[config.mk]
export PLATFORM = sky130hd
export DESIGN_NAME = executeStage
export DESIGN_NICKNAME = d
export VERILOG_FILES = /design/src/rtl/mipsPkg.sv /design/src/rtl/executeStage.sv
export SDC_FILE = /design/constraint.sdc
export NUM_CORES = 1
export LEC_CHECK = 0
export BUFFER_PORTS_ARGS = -buffer_cell sky130_fd_sc_hd__buf_2
export CAP_MARGIN = 20
export CORE_MARGIN = 2
export CORE_UTILIZATION = 30
export DETAILED_ROUTE_END_ITERATION = 7
export SETUP_SLACK_MARGIN = 0.4
export SYNTH_ARGS = -nofsm -noshare
export SYNTH_HDL_FRONTEND = slang
export SYNTH_SLANG_ARGS = --single-unit
[constraint.sdc]
create_clock -name clk -period 3.45 [get_ports clk]
set_clock_uncertainty 0.1 [all_clocks]
set_input_delay 0.1725 -clock clk [delete_from_list [all_inputs] [get_ports clk]]
set_output_delay 0.1725 -clock clk [all_outputs]
set_load 0.05 [all_outputs]
[src/rtl/mipsPkg.sv]
`default_nettype none

package mipsPkg;

  ////////////////////////////////////////////////////////////
  // Widths
  ////////////////////////////////////////////////////////////

  // Data word, PC and byte address
  typedef logic [31:0] word_t;
  // Register number
  typedef logic [4:0]  regAddr_t;
  // Word index into the instruction memory
  typedef logic [7:0]  imemAddr_t;

  // Memory sizes in 32-bit words
  localparam int IMEM_WORDS = 256;
  localparam int DMEM_WORDS = 256;
  // Index width of the data memory
  localparam int DMEM_AW    = $clog2(DMEM_WORDS);

  // First fetch address after reset
  localparam word_t RESET_PC = 32'h0000_0000;

  ////////////////////////////////////////////////////////////
  // Encodings
  ////////////////////////////////////////////////////////////

  // Opcodes, instr[31:26]
  localparam logic [5:0] OP_RTYPE = 6'h00;
  localparam logic [5:0] OP_J     = 6'h02;
  localparam logic [5:0] OP_BEQ   = 6'h04;
  localparam logic [5:0] OP_BNE   = 6'h05;
  localparam logic [5:0] OP_ADDIU = 6'h09;
  localparam logic [5:0] OP_LW    = 6'h23;
  localparam logic [5:0] OP_SW    = 6'h2b;

  // R-type function codes, instr[5:0]
  localparam logic [5:0] FN_ADDU = 6'h21;
  localparam logic [5:0] FN_SUBU = 6'h23;
  localparam logic [5:0] FN_AND  = 6'h24;
  localparam logic [5:0] FN_OR   = 6'h25;
  localparam logic [5:0] FN_SLT  = 6'h2a;

  // ALU operation, decided in decode
  typedef enum logic [2:0] {
    ALU_ADD,
    ALU_SUB,
    ALU_AND,
    ALU_OR,
    ALU_SLT
  } aluOp_t;

  // Write-back source
  typedef enum logic {
    WB_ALU,
    WB_MEM
  } wbSel_t;

endpackage

`default_nettype wire

[src/rtl/executeStage.sv]
`timescale 1ns/1ps
`default_nettype none

module executeStage (
  input  logic              clk,
  input  logic              rst,
  input  logic              exCtrlRegWrite,
  input  logic              exCtrlRegDstRd,
  input  logic              exCtrlAluSrcImm,
  input  mipsPkg::aluOp_t   exCtrlAluOp,
  input  logic              exCtrlMemRead,
  input  logic              exCtrlMemWrite,
  input  mipsPkg::wbSel_t   exCtrlWbSel,
  input  mipsPkg::word_t    exRsData,
  input  mipsPkg::word_t    exRtData,
  input  mipsPkg::word_t    exImm,
  input  mipsPkg::regAddr_t exRt,
  input  mipsPkg::regAddr_t exRd,
  input  mipsPkg::word_t    exPc,
  output mipsPkg::regAddr_t exDest,
  output logic              memRegWrite,
  output mipsPkg::regAddr_t memDest,
  output mipsPkg::word_t    memAluResult,
  output mipsPkg::word_t    memStoreData,
  output logic              memRead,
  output logic              memWrite,
  output mipsPkg::wbSel_t   memWbSel,
  output mipsPkg::word_t    memPc
);
  import mipsPkg::*;

  word_t operandB;
  word_t aluResult;

  assign operandB = exCtrlAluSrcImm ? exImm : exRtData;
  // rd for R-type, rt otherwise; also feeds the hazard check
  assign exDest   = exCtrlRegDstRd ? exRd : exRt;

  always_comb begin
    case (exCtrlAluOp)
      ALU_ADD: aluResult = exRsData + operandB;
      ALU_SUB: aluResult = exRsData - operandB;
      ALU_AND: aluResult = exRsData & operandB;
      ALU_OR:  aluResult = exRsData | operandB;
      // Signed compare
      ALU_SLT: aluResult = {31'b0, $signed(exRsData) < $signed(operandB)};
      default: aluResult = '0;
    endcase
  end

  ////////////////////////////////////////////////////////////
  // EX/MEM register
  ////////////////////////////////////////////////////////////

  always_ff @(posedge clk) begin
    if (rst) begin
      memRegWrite <= 1'b0;
      memRead     <= 1'b0;
      memWrite    <= 1'b0;
      memWbSel    <= WB_ALU;
    end else begin
      memRegWrite <= exCtrlRegWrite;
      memRead     <= exCtrlMemRead;
      memWrite    <= exCtrlMemWrite;
      memWbSel    <= exCtrlWbSel;
    end
  end

  always_ff @(posedge clk) begin
    memDest      <= exDest;
    memAluResult <= aluResult;
    memStoreData <= exRtData;
    memPc        <= exPc;
  end

endmodule

`default_nettype wire

==> metrics.md, run 1 <==
| Metric | Value |
|---|---|
| Status | complete, no violations |
| Final Setup Violations | 0 |
| Synth-to-Final Area Change | 48.10% |
| Row count | 58 |
| Largest net degree at the start of global routing | 97 |
| I/O pins | 259 |
| DP Area | 9688 um^2 |
| H-Tree Depth | 3 |
| Flops & latches, synth | 105 |
| Worst-margin pin slew | 746.4 ps |
| Fin. Hold Viols | 0 |
| Clk network pwr share | 26.0% |
| Starting Density | 30.49% |
| Yosys Warn Count | 0 |
| Unrepaired setup endpoints after global routing | yes |
| Primary FF master, synth | dfxtp_1 |
| Layout Nets | 1556 |
| Top cell type's share of synthesized area | 27.37% |
| WL final | 27.69 mm |
| Crit share post-route | 86.61% |
| Seq. cell area | 2102 um^2 |
| # DRC | 0 |
| WL met2 | 12.19 mm |
| CP Class | in2reg |
| Iter 0 DRT Violations | 551 |
| Number of vias per cell | 4.981 |
| TritonCTS clock tree | built |
| DRT Pass-1 Iters | 5 |
| Clock root buffer | clkbuf_16 |
| Synthesized area per cell | 8.274 um^2 |
| Layout cell share with drive strength beyond 1 | 33.13% |
| Synth area leader | dfxtp_1 |
| FFs w/ async S/R, synth | 0% |
| M1 WL | 13.23 mm |
| Leak Pwr | 5.400 nW |
| Synth cell types | 82 |
| Critical path origin | exRtData[18] |
| Die area | 26890 um^2 |
| Switching pwr | 1.774 mW |
| Via count | 8139 |
| Max Clk Rate | 0.3347 GHz |
| CP endpoint kind | flop |
| Rel. slew slack | 50.06% |
| Worst Path Required | 3600 ps |
| Met3 WL | 1.848 mm |
| First-pass GRT wire length | 41.10 mm |
| Syn_nets | 1185 |
| Switch share | 40.31% |
| Vias in the first global route | 7590 |
| P per Cell Area | 387.0 nW/um^2 |
| Nature of the critical path startpoint | primary input |
| Synth Cell Area | 7679 um^2 |
| Worst hold path class | in2reg |
| GRT Overall Usage | 19.56% |
| Worst setup path endpoint | memAluResult[31] |
| Post-route cell area | 11370 um^2 |
| Grt total ovfl | 0 |
| Min cycle time layout | 2988 ps |
| Post-DR wirelength/cell | 16.95 um |
| Seq/Total Area, Yosys | 27.37% |
| Worst EP arrival | 3140 ps |
| Clock buffer depth | 2 |
| Multi-input gate area | 5542 um^2 |
| Initial antenna violation count | 0 |
| Final Wtd Congestion | 0.9623 |
| Top cells by area, synth | dfxtp_1, ha_1, a21oi_1 |
| Register share of total power | 30.2% |
| Slew Limit Fails | 0 |
| Post-Synthesis Cells | 928 |
| ANT nets after route | 0 |
| Setup ws final | 462.1 ps |
| Critical Path Fanout Max | 5 |
| Final Non-Filler Cells | 1634 |
| Num CTS Buffers | 9 |
| Core area | 25180 um^2 |
| Maximum vdd drop | 0.0002125 V |
| Max layer used | met4 |
| Hpwl dp | 20.68 mm |
| Final Power | 4.401 mW |
| Port buffer count | 258 |
| # diodes | 0 |
| Fillcell total | 2495 |
| Placement-stage worst setup slack | -281.3 ps |
| Die H | 164.0 um |
| Power Internal | 2.627 mW |
| Clock transition at the registers of the reported paths | 80 ps |
| Die X-Extent | 164.0 um |
| Logic gate share of total power | 43.8% |
| CTS Sinks | 105 |
| # placed instances | 1531 |
| Number of enable flip-flop cells after synthesis | 0 |
| Total of max-cap violations | 0 |
## power groups by stage
| stage | clock network, mW | logic [mW] | registers, mW |
|---|---|---|---|
| 6_report | 1.14 | 1.93 | 1.33 |
| 5_1_grt | 1.23 | 2.07 | 1.34 |
| 4_1_cts | 1.20 | 1.79 | 1.33 |
| 3_5_place_dp | 0 | 1.70 | 1.36 |
| 3_3_place_gp | 0 | 1.69 | 1.36 |
| 2_1_floorplan | 0 | 0.829 | 1.69 |
## per-layer routing
metal | vias up | global-route usage, %
met5 | - | 0
met4 | 0 | 5.263
met3 | 28 | 2.626
met2 | 336 | 30.92
met1 | 3756 | 27.83
li1 | 4019 | -
## how the worst min path moves through the flow
stage | startpoint | endpoint | slack [ps] | cells past startpoint
final | exCtrlAluOp[2] | memAluResult[21] | 220 | 4
after global routing | exCtrlAluOp[2] | memAluResult[21] | 250 | 4
after CTS | exCtrlAluOp[2] | memAluResult[21] | 190 | 4
after detailed placement | exPc[20] | memPc[20] | 180 | 1
after global placement | exPc[8] | memPc[8] | 180 | 1
after floorplan | exPc[0] | memPc[0] | 100 | 0
## metrics by stage
stage,setup TNS [ps],utilization [%],hold WS [ps]
final,0,45.16,217.4
after global routing,0,45.16,250.7
after CTS,0,43.08,189.0
after detailed placement,-881.1,38.47,176.1
after global placement,-206.6,38.47,175.5
after floorplan,0,-,100.2
## Yosys cell counts (4+ instances only)
cell type,number
a211o_1,7
a211oi_1,21
a21o_1,20
a21oi_1,72
a31oi_1,8
a41oi_1,4
and3_1,5
and4_1,4
buf_1,10
buf_2,5
clkbuf_1,28
dfxtp_1,105
ha_1,106
inv_1,92
mux2_2,6
mux2i_1,36
nand2_1,53
nand2b_1,9
nand3_1,15
nand4_1,7
nor2_1,78
nor2b_1,13
nor3_1,17
nor3b_1,4
nor4_1,9
o211ai_1,9
o21a_1,11
o21ai_0,50
o21bai_1,10
o22ai_1,4
o31a_1,5
o31ai_1,8
or3_1,8
xnor2_1,16
## cell usage in the layout (no fill, tap or decap), types with 7 or more instances in the layout
| cell | count |
|---|---|
| a211oi_1 | 19 |
| a21o_1 | 20 |
| a21oi_1 | 64 |
| a21oi_2 | 9 |
| a31oi_1 | 7 |
| buf_2 | 258 |
| buf_4 | 63 |
| clkbuf_16 | 9 |
| dfxtp_1 | 105 |
| dlygate4sd3_1 | 79 |
| ha_1 | 90 |
| ha_4 | 10 |
| inv_1 | 89 |
| mux2i_1 | 17 |
| mux2i_2 | 7 |
| mux2i_4 | 12 |
| nand2_1 | 53 |
| nand2b_1 | 9 |
| nand3_1 | 15 |
| nand4_1 | 7 |
| nor2_1 | 77 |
| nor2b_1 | 13 |
| nor3_1 | 17 |
| nor4_1 | 8 |
| o211ai_1 | 9 |
| o21a_1 | 11 |
| o21ai_0 | 47 |
| o21bai_1 | 10 |
| o31ai_1 | 7 |
| or3_1 | 8 |
| xnor2_1 | 16 |
## sequential cells by signal, indices dropped and copies added (netlist names)
name	count
memPc	32
memAluResult	32
memDest	5
memRead	1
memStoreData	32
memWbSel	1
memWrite	1
memRegWrite	1
## kinds of logic (layout without fill, tap and decap cells)
family / count (synthesis) / count (layout) / share of synthesized area (%)
simple gates: 239 / 239 / 15.35
fa+ha+maj: 108 / 108 / 17.79
compound gates: 276 / 276 / 24.54
xor+xnor: 18 / 18 / 2.053
mux: 43 / 43 / 5.866
buf+inv: 139 / 515 / 7.023
flops: 105 / 105 / 27.37
## worst max-delay path, stage by stage
cell and delay [ps]:
dlygate4sd3_1 530, buf_2 130, mux2i_1 140, buf_4 160, ha_2 310, nor4bb_2 340
nor4_1 90, buf_4 150, nor2b_1 130, o211ai_1 190, a21oi_2 160, o311ai_2 260
mux2i_1 110, a311o_1 270
## layout make-up
| cell class | instances | share of cell area (%) |
|---|---|---|
| multi-input combinational | 684 | 48.73 |
| timing repair buffer | 405 | 23.23 |
| sequential | 105 | 18.48 |
| tap | 330 | 3.631 |
| inverter | 94 | 3.136 |
| clock buffer | 9 | 1.980 |
| clock inverter | 7 | 0.8142 |
## what timing repair did
action                                 4_1_cts  5_1_grt
endpoints found under the hold margin       73        0
buffers inserted                             3        5
hold buffers                                79        0
setup endpoints to repair                    9       19
pin swaps                                    2       16
gates resized for setup                      7       87
No activity file was read; power rests on OpenSTA's default activity.
==> run 2, diff against run 1 <==
--- a/config.mk
+++ b/config.mk
@@ -7,9 +7,11 @@
 export LEC_CHECK = 0
 export BUFFER_PORTS_ARGS = -buffer_cell sky130_fd_sc_hd__buf_2
 export CAP_MARGIN = 20
-export CORE_MARGIN = 2
-export CORE_UTILIZATION = 30
+export CORE_MARGIN = 4
+export CORE_UTILIZATION = 47
 export DETAILED_ROUTE_END_ITERATION = 7
+export HOLD_SLACK_MARGIN = 0.15
+export PLACE_DENSITY = 0.78
 export SETUP_SLACK_MARGIN = 0.4
 export SYNTH_ARGS = -nofsm -noshare
 export SYNTH_HDL_FRONTEND = slang
==> run 2 against run 1 <==
Via count up 2.3%. Highest routed layer unchanged. Die area down 31%. Critical path depth down 2. Worst setup slack worse by 23 ps. Clock power about the same. Maximum frequency down 0.75%. Count of clock-buffer cells in the layout unchanged.
==> metrics.md, run 2 (synthesis results as in run 1) <==
| Metric | Value |
|---|---|
| Hpwl dp | 20.09 mm (-2.8%) |
| Commonest non-fill, non-tap cells in the layout | buf_2, dfxtp_1, ha_1 |
| Die area | 18450 um^2 (-31%) |
| Post-route cell area | 10820 um^2 (-4.9%) |
| Clock transition at the registers of the reported paths | 100 ps (+20 ps) |
| Min cycle time layout | 3011 ps (+22.69 ps) |
| Die X-Extent | 135.8 um (-17%) |
| Worst EP arrival | 3190 ps (+50 ps) |
| Rel. slew slack | 47.47% (-2.6 points) |
| Die H | 135.8 um (-17%) |
| Layout Nets | 1534 (-1.4%) |
| Maximum vdd drop | 0.0003082 V (+45%) |
| Fin Setup TNS | 0 ps (unchanged) |
| Worst Path Required | 3630 ps (+30 ps) |
| Leak Pwr | 5.294 nW (-2.0%) |
| Slew Limit Fails | 0 (unchanged) |
| Worst Hold Path EP | memAluResult[0] |
| CP endpoint kind | flop |
| WL final | 27.31 mm (-1.4%) |
| Fin. Hold Viols | 0 (unchanged) |
| DP Area | 9398 um^2 (-3.0%) |
| Final Wtd Congestion | 0.9824 (+2.1%) |
| Slowest library cell on the worst path | dlygate4sd3_1 |
| Unrepaired setup endpoints after global routing | yes |
| Largest net degree at the start of global routing | 60 (-38%) |
| P per Cell Area | 398.7 nW/um^2 (+3.0%) |
| Max Clk Rate | 0.3322 GHz (-0.75%) |
| Row count | 46 (-21%) |
| Total of max-cap violations | 0 (unchanged) |
| Starting Density | 48.16% (+18 points) |
| Clock buffer depth | 2 (unchanged) |
| Most common cell after layout, fill and taps aside | buf_2 |
| CP Depth | 12 (-2) |
| TritonCTS clock tree | built |
| ANT nets after route | 0 (unchanged) |
| Clock root buffer | clkbuf_16 |
| # DRC | 0 (unchanged) |
| Post-DR wirelength/cell | 18.23 um (+7.6%) |
| Max incr delay on CP | 540 ps (about the same) |
| Final Setup Violations | 0 (unchanged) |
| Fillcell total | 1293 (-48%) |
| CP Class | in2reg |
| Worst hold start | exRsData[31] |
| CP delay by family, top | compound AO/OA/AOI/OAI gates |
| Critical Path Fanout Max | 4 (-1) |
| Port buffer count | 258 (unchanged) |
| Number of vias per cell | 5.557 (+12%) |
| Top Registers | memAluResult (32), memPc (32), memStoreData (32) |
| DRT Pass-1 Iters | 6 (+1) |
| Iter 0 DRT Violations | 808 (+47%) |
| Worst-margin pin slew | 785.0 ps (+38.60 ps) |
| Vias in the first global route | 7881 (+3.8%) |
| I/O pins | 259 (unchanged) |
| First-pass GRT wire length | 41.66 mm (+1.3%) |
| Cell chain of the critical path | dlygate4sd3_1, buf_2, mux2i_4, inv_1, ha_1, a21o_1, a211o_1, or4_1, nand4_1, a211oi_1, o31a_1, o32ai_1 |
| Num CTS Buffers | 9 (unchanged) |
| Hold Path Stages | 4 (unchanged) |
| Final Non-Filler Cells | 1498 (-8.3%) |
| Crit share post-route | 87.26% (+0.66 points) |
| Nature of the critical path startpoint | primary input |
| Core area | 15940 um^2 (-37%) |
| Grt total ovfl | 0 (unchanged) |
| # diodes | 0 (unchanged) |
| Worst hold path class | in2reg |
| Critical path buffer and inverter count | 3 (-1) |
| Initial antenna violation count | 0 (unchanged) |
| Status | complete, no violations |
| Via count | 8324 (+2.3%) |
| CTS Sinks | 105 (unchanged) |
| # placed instances | 1399 (-8.6%) |
| Synth-to-Final Area Change | 40.88% |
| GRT Overall Usage | 28.19% (+8.6 points) |
| Layout cell share with drive strength beyond 1 | 30.11% (-3.0 points) |
| H-Tree Depth | 3 (unchanged) |
-- run 2: cell types whose count changed in the layout (fill, tap and decap cells not counted), sizes merged --
cell / before / now
buf: 326 / 303
clkinv: 3 / 4
clkinvlp: 1 / 0
dlygate4sd3: 79 / 80
-- run 2: repair_timing --
item,CTS,global route
endpoints found under the setup margin,7,15
gates resized for setup,4,52
hold buffers,80,0
setup buffers,1,2
hold endpoints to repair,75,0
pin swaps,2,6
-- run 2: routing by layer --
metal	global-route usage (%)	wire length [um]	up-vias	part of all wire (%)
met4	6.999	498	0	1.8
met1	37.46	11550	3838	42
li1	-	-	3978	-
met3	6.144	2695	43	9.9
met5	0	0	-	0
met2	46.74	12560	465	46
-- run 2: through the flow --
stage | worst slack, ps | hold slack, ps | power (mW) | util [%]
5_1_grt | 327.2 | 224.0 | 4.519 | 67.85
3_3_place_gp | 15.42 | 174.8 | 2.994 | 58.95
4_1_cts | 390.8 | 198.5 | 4.233 | 66.23
3_5_place_dp | -84.38 | 176.1 | 3.002 | 58.95
2_1_floorplan | 421.9 | 100.2 | 2.514 | -
6_report | 439.4 | 203.8 | 4.313 | 67.85
-- run 2: area by class of cell --
type	count	area, um^2	share of cell area (%)
Multi-Input combinational cell	684	5301	49.01
Clock buffer	9	225.2	2.082
Clock inverter	7	107.6	0.9947
Inverter	94	352.8	3.262
Timing Repair Buffer	383	2459	22.73
Sequential cell	105	2102	19.43
Tap cell	216	270.3	2.498
-- run 2: worst max path at each step --
stage | from | to
floorplan | exCtrlAluSrcImm | memAluResult[28]
global placement | exCtrlAluSrcImm | memAluResult[28]
detailed placement | exCtrlAluSrcImm | memAluResult[28]
CTS | exCtrlAluSrcImm | memAluResult[30]
global route | exCtrlAluSrcImm | memAluResult[24]
finish | exRtData[18] | memAluResult[29]
-- run 2: power by group --
part	leakage [nW]	internal [mW]	switching (mW)
Sequential	0.883	1.30	0.0257
Combinational	4.25	0.672	1.16
Clock	0.161	0.593	0.559
